==> src/source/coef_memory.sv <==
`timescale 1ns/1ps

module coef_memory #(
	parameter type payload_t = logic [31:0],
	parameter int  DEPTH     = 16
) (
	input  logic                                       clk,
	input  logic                                       write_enable,
	input  logic                                       read_enable,
	input  logic [$clog2((DEPTH > 1) ? DEPTH : 2)-1:0] address,
	input  payload_t                                   write_data,
	output payload_t                                   read_data
);

	payload_t mem [DEPTH];

	always_ff @(posedge clk) begin
		if (write_enable) begin
			mem[address] <= write_data;
		end
	end

	// output only moves on a read, otherwise the last word stays put
	always_ff @(posedge clk) begin
		if (read_enable) begin
			read_data <= mem[address];   // old word on a same-cycle write
		end
	end

endmodule

==> config.mk <==
export PLATFORM = sky130hd
export DESIGN_NAME = coef_memory
export DESIGN_NICKNAME = d
export VERILOG_FILES = /design/src/source/coef_memory.sv
export SDC_FILE = /design/constraint.sdc
export NUM_CORES = 1
export LEC_CHECK = 0
export ABC_AREA = 1
export BUFFER_PORTS_ARGS = -buffer_cell sky130_fd_sc_hd__buf_2
export CORE_UTILIZATION = 56
export DETAILED_ROUTE_END_ITERATION = 16
export PLACE_DENSITY_LB_ADDON = 0.15
export SLEW_MARGIN = 10
export SYNTH_ARGS = -nofsm -noshare
export SYNTH_HDL_FRONTEND = slang
export SYNTH_SLANG_ARGS = --single-unit
==> constraint.sdc <==
create_clock -name clk -period 2.9 [get_ports clk]
set_input_delay 0.29 -clock clk [delete_from_list [all_inputs] [get_ports clk]]
set_output_delay 0.29 -clock clk [all_outputs]
set_load 0.02 [all_outputs]
==> flow_summary.toml <==
[die]
rows = 73
core_sq_um = 39730
io_pins = 71
die_area_sq_um = 41040
start_util_pct = 56.72
die-width_um = 202.6
die_y_um = 202.6

[routing]
ant_nets = 0
drt_wl_total_mm = 50.75
drcViolationCount = 0
drtPass1Iterations = 5
routed.top_layer = "met5"
vias = 14297
drt_iter0_drc = 1245
wl_met1_mm = 21.90
dr_wl_met2_mm = 24.28
wl_met3_mm = 3.421
post_drt_via_cell_ratio = 5.178
wire_per_inst_um = 18.38

[critical_path]
worst_path_dominant_cell_family = "simple AND/OR/NAND/NOR gates"
start_kind = "input port"
cp_slowest_cell = "nor2_4"
crit_type = "input port to flop"
cp.required_ns = 3.20
cp_max_fo = 45
crit_chain = "clkbuf_8 -> inv_6 -> nand3_1 -> nor2_4 -> buf_4"
cp.arrival_ns = 1.90
max_stage_delay_ns = 0.44
worst_setup_path_end_kind = "flop"
crit_buf_inv = 3

[grt]
grt-ovfl-total = 0
grt_max_degree = 138
antenna_found_initial = 2
grt_pass1_wl_mm = 78.87
grt.total_usage_pct = 25.44
grt_pass1_vias = 13828

[yosys]
synth_edf_count = 544
ys_seq_area_share_pct = 72.49
avgSynthCellArea_sq_um = 10.66
ys.flop_type = "edfxtp_1"
syn_nets = 2152
netlist_instances = 2113
yosys.cell_count.top_type = "nand2_1"
synth_common_cells = "1,378 x nand2_1, 544 x edfxtp_1, 70 x inv_1, 41 x buf_2, 23 x buf_6"
async_flop_share_pct = 0
synth_top_cell_area_share_pct = 72.49
synthesis.area_sq_um = 22530
synth_seq_cells = 544
synth_largest_area_cell = "edfxtp_1"
yosysWarnings = 0
yosys-top-cells-area = "edfxtp_1 72%, nand2_1 23%, inv_1 1.2%"
synth.distinct_cells = 12

[run]
cap_violations = 0

[timing]
hold-worst-slack_ns = 0.07244
hold_violations = 0
maxSlewHeadroom_pct = 42.98
worst_pin_slew_ns = 0.8552
fin_setup_tns_ns = 0
setup_viol = 0
skew_ns = 0.01492
min_period_ns = 1.595
post-route-period-util_pct = 55.00
maxSlewViolCount = 0
timing.fmax_mhz = 626.9
grt_setup_unrepaired = "no"
layout_setup_ws_ns = 1.305

[clocking]
path_clk_slew_ns = 0.06
clock_sinks = 544
clkLatencyLatePin_ns = 0.60
htreeDepth = 2
ctsResizeCount = 0
post_cts_buffers = 0
cts_tree = "built"
cts_hold_buffers = 0
numCtsBuffers = 56
root_buffer = "clkbuf_16"
clockBufferDepth = 3

[cells_and_area]
antennaDiodeCount = 0
area_growth_syn_to_layout_pct = 12.02
finish.net_count = 2231
fillers = 3050
drive_gt1_share_pct = 9.392
final_cells = 2761

[placed_design]
io_buffers = 70
place_worst_setup_slack_ns = 0.6482
gp_congestion = 0.7735
place_hpwl_mm = 25.92
post-place-cells = 2659

[power]
pwr-share-seq_pct = 53.2
p_sw_mw = 3.691
cellPowerDensity_nw_per_um2 = 663.5
swShare_pct = 22.04
finalPower_mw = 16.75
vdd_ir_drop_max_mv = 0.5246
p_clk_share_pct = 40.6
combPwrFrac_pct = 6.2
p_int_mw = 13.06
leakagePower_nw = 10.63

[hold_path]
min_path_type = "input port to flop"

[run_status]
status = "finished, final reports clean"
power by group through the flow:
stage	sequential (mW)	clock, mW	combinational [mW]
6_report	8.90	6.80	1.04
5_1_grt	8.91	7.17	1.17
4_1_cts	8.90	6.90	1.05
3_5_place_dp	9.07	0	1.04
3_3_place_gp	9.06	0	1.03
2_1_floorplan	9.12	0	0.612
cell type report:
class	count	area, sq um	share of cell area (%)
Clock buffer	71	1479	5.859
Clock inverter	31	234.0	0.9269
Inverter	71	274.0	1.086
Multi-Input combinational cell	1400	5395	21.37
Sequential cell	544	16340	64.72
Tap cell	525	656.9	2.602
Timing Repair Buffer	119	867.1	3.435
sequential cells by signal, summed over array words and instances, names as in the netlist:
register,flops
mem,512
read_data,32
metal layers:
layer  GRT usage (%)  up-vias
li1                -     6955
met1           34.67     6788
met2           42.47      459
met3           3.933       91
met4           7.707        4
met5               0        -
cell usage in the layout (no fill, tap or decap), drive strengths merged:
| master | Yosys | layout |
|---|---|---|
| edfxtp | 544 | 544 |
| nor2 | 18 | 18 |
| bufinv | 0 | 4 |
| buf | 88 | 118 |
| inv | 71 | 69 |
| clkinv | 0 | 29 |
| nand3 | 4 | 4 |
| nand2 | 1378 | 1378 |
| clkbuf | 10 | 72 |
path summary, 6_finish.rpt:
check                       startpoint                 endpoint  slack, ns  cells after the start
hold / removal          write_data[17]     mem[2][17]$_DFFE_PP_       0.07                      1
setup reg to reg  mem[9][26]$_DFFE_PP_  read_data[26]$_DFFE_PP_       1.70                      8
setup / recovery            address[0]     mem[8][17]$_DFFE_PP_       1.30                      5
hold reg to reg   mem[0][15]$_DFFE_PP_  read_data[15]$_DFFE_PP_       0.76                      8
kinds of logic (layout without fill, tap and decap cells):
logic type	Yosys count	after routing	synth area share, %
DFF	544	544	72.49
and+or+nand+nor	1400	1400	23.34
buffers and inverters	169	292	4.164
per-stage QoR:
stage	area [sq um]	utilization, %
finish	25240	63.53
detailed placement	23530	59.22
CTS	25240	63.53
floorplan	22530	-
global route	25240	63.53
global placement	23530	59.22
Power figures use the tool's default switching activity.
