**src/source/conv_settings.svh**
```systemverilog
`ifndef CONV_SETTINGS_SVH
`define CONV_SETTINGS_SVH

// side of the square convolution window
`define CONV_KERNEL_SIZE 3

// pixels in one row of the input feature map
`define CONV_IFM_SIZE 8

// input channels folded into one filter
`define CONV_IFM_DEPTH 2

// conv units sharing one window
`define CONV_NUM_UNITS 3

// filters (and biases) handled by each unit
`define CONV_BIAS_DEPTH 4

`endif

```
**src/source/conv_pkg.sv**
```systemverilog
`include "conv_settings.svh"

package conv_pkg;

	// taps in one KxK window
	localparam int KERNEL_TAPS = `CONV_KERNEL_SIZE * `CONV_KERNEL_SIZE;

	// weight words per unit, one window per input channel
	localparam int WM_DEPTH = KERNEL_TAPS * `CONV_IFM_DEPTH;

	localparam int WM_ADDR_W = (WM_DEPTH > 1) ? $clog2(WM_DEPTH) : 1;
	localparam int BM_ADDR_W = (`CONV_BIAS_DEPTH > 1) ? $clog2(`CONV_BIAS_DEPTH) : 1;

	typedef logic signed [15:0] pixel_t;   // pixel or weight
	typedef logic signed [31:0] acc_t;     // accumulator, bias, result

	typedef logic [WM_ADDR_W-1:0] wm_addr_t;
	typedef logic [BM_ADDR_W-1:0] bm_addr_t;

	// index is row*K + column, row 0 and column 0 newest
	typedef pixel_t window_t [KERNEL_TAPS];

endpackage

```
**src/source/window_buffer.sv**
```systemverilog
`timescale 1ns/1ps

`include "conv_settings.svh"

module window_buffer
	import conv_pkg::*;
#(
	parameter int IFM_SIZE    = `CONV_IFM_SIZE,
	parameter int KERNEL_SIZE = `CONV_KERNEL_SIZE
) (
	input  logic    clk,
	input  logic    rst_n,
	input  logic    fifo_enable,
	input  pixel_t  pixel_in,
	output window_t window
);

	// enough history to reach the oldest tap of the last window row
	localparam int CHAIN_LEN = (KERNEL_SIZE - 1) * IFM_SIZE + KERNEL_SIZE;

	pixel_t chain [CHAIN_LEN];   // chain[0] is the newest pixel

	always_ff @(posedge clk or negedge rst_n) begin
		if (!rst_n) begin
			for (int i = 0; i < CHAIN_LEN; i++) begin
				chain[i] <= '0;
			end
		end else if (fifo_enable) begin
			chain[0] <= pixel_in;
			for (int i = 1; i < CHAIN_LEN; i++) begin
				chain[i] <= chain[i-1];
			end
		end
	end

	// rows of the window are one map row apart in the chain
	always_comb begin
		for (int r = 0; r < KERNEL_SIZE; r++) begin
			for (int c = 0; c < KERNEL_SIZE; c++) begin
				window[r*KERNEL_SIZE + c] = chain[r*IFM_SIZE + c];
			end
		end
	end

endmodule

```
**config.mk**
```make
export PLATFORM = sky130hd
export DESIGN_NAME = window_buffer
export DESIGN_NICKNAME = d
export VERILOG_FILES = /design/src/source/conv_pkg.sv /design/src/source/window_buffer.sv
export VERILOG_INCLUDE_DIRS = /design/src /design/src/source
export SDC_FILE = /design/constraint.sdc
export NUM_CORES = 1
export LEC_CHECK = 0
export BUFFER_PORTS_ARGS = -buffer_cell sky130_fd_sc_hd__buf_2
export CAP_MARGIN = 15
export CELL_PAD_IN_SITES_DETAIL_PLACEMENT = 0
export CELL_PAD_IN_SITES_GLOBAL_PLACEMENT = 1
export CORE_AREA = 2 2 169 171
export DETAILED_ROUTE_END_ITERATION = 7
export DIE_AREA = 0 0 171 173
export PLACE_DENSITY = 0.85
export SYNTH_ARGS = -nofsm -noshare
export SYNTH_HDL_FRONTEND = slang
export SYNTH_SLANG_ARGS = --single-unit
```
**constraint.sdc**
```tcl
create_clock -name clk -period 0.81 [get_ports clk]
set_input_delay 0.1215 -clock clk [delete_from_list [all_inputs] [get_ports clk]]
set_output_delay 0.1215 -clock clk [all_outputs]
set_load 0.05 [all_outputs]
```
==> metrics <==
maximum number of pins on one net before global-route repair=67; power density over cell area=around 4200 nW/µm²; Top Ports=around 160; max-cap check violation count=0; highest fanout seen on the critical path=2; Longest Clk Path Bufs=3; worst hold margin=between 20 and 30 ps; nets@finish=1065; sequential-to-total area share from yosys stat=56.6%; overall fraction of global-route tracks in use=approximately 17%; placed inst area=14100 µm²; minimum setup slack after placement=-313 ps; number of antenna violations at the first check in global routing=0; net count after synthesis=805; fraction of layout instances using a drive strength above 1=a little over two thirds; Peak supply drop=roughly 2.3 mV; Yosys Warn Count=0; outcome=finished with violations; RSZ-0062 raised after global routing=true; count of antenna-violating nets left after detailed routing=0; #FFs+latches synth=approximately 300; WL/cell=approximately 18 µm; number of global-route vias before repair=~7.5k; Synth Instances=slightly below 800; wire length of the first global-routing pass=40900 µm; average footprint of a synthesized cell=about 17 µm²; kind of end point of the critical path=output port; share of the clock period used by the worst path after layout=156%; DIE WIDTH=between 150 and 200 µm; critical path class=reg2out; Starting Density=48.7%; initial DRC count=between 200 and 300; Fin Clk Skew=33.4 ps; number of H-tree levels=2; endpoint required time on the critical path=around 690 ps; endpoints failing setup=between 300 and 400; netlist area before placement=between 10000 and 15000 µm²; average vias per placed instance=approximately 4.7; total via count in the routed design=6796; DRC violation count after routing=0; leftover overflow at the end of global routing=0; CTS tree=done; Slew Limit Fails=0; Arr. time, crit path=between 1000 and 1500 ps; placed wire-length estimate after detailed placement=13300 µm; violations in the final reports=negative setup slack; library cells used by synthesis=6; crit start category=flop; TritonRoute pass-1 iters=4; CTS clock-pin slew for the worst setup and hold paths=roughly 50 ps; Highest Clock Rate=794 MHz; layout overhead on the synthesized area=34.8%; fill cell total of the finished layout=1802; minimum setup slack in the final design=-450 ps; class of the tightest hold or removal check=in2async; time the final worst path needs with I/O delays and setup=approximately 1300 ps; clock root buffer=sky130_fd_sc_hd__clkbuf_16; clk_lat worst skew=530 ps; count of standard-cell rows=about 60; GPL Wtd Cong=0.724; number of sinks handled by clock tree synthesis=304; core footprint=between 20000 and 30000 µm²; number of hold violations in the final report=0; final cell area excluding filler cells=18100 µm²; leakage=~9 nW; total die area=29600 µm²; Ant. Diodes=0; cts bufs inserted=34; transition time of the tightest slew-check pin=about 360 ps; Max-slew headroom=about three quarters; post-detailed-routing wire length=around 26000 µm; die height=around 170 µm; number of buffers added on ports=approximately 160
-- report_power, final --
part / internal, mW / switching, mW
registers: 21.3 / 4.85
clock network: 8.93 / 6.22
logic: 18.9 / 15.8
-- what timing repair did --
item / in CTS / in global routing
endpoints found under the hold margin: 320 / 0
gates resized for setup: 344 / 132
pin swaps: 0 / 0
endpoints found under the setup margin: 159 / 318
cloned: 0 / 0
hold buffers: 17 / 0
setup buffers: 131 / 71
-- layout by cell type, fill, tap and decap left out --
| cell | n |
|---|---|
| sky130_fd_sc_hd__dfrtp_1 | 302 |
| sky130_fd_sc_hd__buf_6 | 295 |
| sky130_fd_sc_hd__mux2_4 | 278 |
| sky130_fd_sc_hd__buf_4 | 46 |
| sky130_fd_sc_hd__clkbuf_16 | 34 |
| sky130_fd_sc_hd__mux2_2 | 26 |
| sky130_fd_sc_hd__buf_12 | 26 |
| sky130_fd_sc_hd__dlygate4sd3_1 | 17 |
| sky130_fd_sc_hd__buf_2 | 16 |
| sky130_fd_sc_hd__clkinv_2 | 10 |
| sky130_fd_sc_hd__clkbuf_8 | 6 |
| sky130_fd_sc_hd__inv_6 | 2 |
| sky130_fd_sc_hd__bufinv_16 | 2 |
| sky130_fd_sc_hd__clkbuf_1 | 2 |
| sky130_fd_sc_hd__buf_8 | 2 |
| sky130_fd_sc_hd__dfrtp_2 | 2 |
| sky130_fd_sc_hd__clkinv_8 | 1 |
| sky130_fd_sc_hd__clkinv_4 | 1 |
| sky130_fd_sc_hd__clkinvlp_4 | 1 |
-- final timing paths --
kind | startpoint | endpoint | slack [ps] | cells after the start
hold / removal | rst_n | chain[70]$_DFFE_PN0P_ | 30 | 2
hold reg to reg | chain[49]$_DFFE_PN0P_ | window[33]$_DFFE_PN0P_ | 500 | 1
setup reg to reg | window[69]$_DFFE_PN0P_ | window[53]$_DFFE_PN0P_ | -250 | 3
setup / recovery | window[61]$_DFFE_PN0P_ | window[61] | -450 | 2
max in group asynchronous | rst_n | chain[191]$_DFFE_PN0P_ | 210 | 4
min in group clk | fifo_enable | chain[228]$_DFFE_PN0P_ | 120 | 3
-- cells by family after synthesis --
kind of cell,synth area share (%)
DFF,56.6
muxes,32.7
buffers and inverters,10.7
-- final cells by class --
class                   count  area (µm²)  area share [%]
repair buffers            402        4470            24.7
clock inverters            17         160           0.884
well taps                 378         473            2.61
flip-flops and latches    304        7610            42.0
multi-input cells         304        4470            24.7
clock buffers              42         941            5.19
-- critical path: stages, from the launching register on --
cell	delay [ps]
sky130_fd_sc_hd__dfrtp_1	380
sky130_fd_sc_hd__buf_6	120
sky130_fd_sc_hd__buf_12	130
-- registers in the layout, indices dropped and copies added (netlist names) --
signal  count
chain     160
window    144
-- Yosys cell counts --
cell	number	share of area, %
sky130_fd_sc_hd__buf_4	144	8.0
sky130_fd_sc_hd__dfrtp_1	304	57
sky130_fd_sc_hd__buf_6	30	2.5
sky130_fd_sc_hd__mux2_4	260	29
sky130_fd_sc_hd__buf_2	4	0.15
sky130_fd_sc_hd__mux2_2	44	3.7
-- per-stage QoR --
stage | TNS, ps | utilization (%) | total power, mW | instances
6_report | -79490 | 65.6 | 76.1 | 1447
5_1_grt | -87240 | 65.6 | 79.4 | 1447
4_1_cts | -73810 | 63.1 | 73.3 | 1414
3_5_place_dp | -76650 | 51.0 | 49.3 | 1207
3_3_place_gp | -73270 | 51.0 | 48.6 | 1207
2_1_floorplan | -37180 | - | 47.7 | 786
-- layer usage --
metal | up-vias | GRT usage [%] | part of all wire [%]
met5 | - | 0 | 0
met4 | 0 | 4.56 | 2.2
met3 | 49 | 3.80 | 4.5
met2 | 181 | 28.7 | 50
met1 | 3492 | 22.2 | 43
li1 | 3074 | - | -
Note: power is estimated with default switching activity, not from simulation.
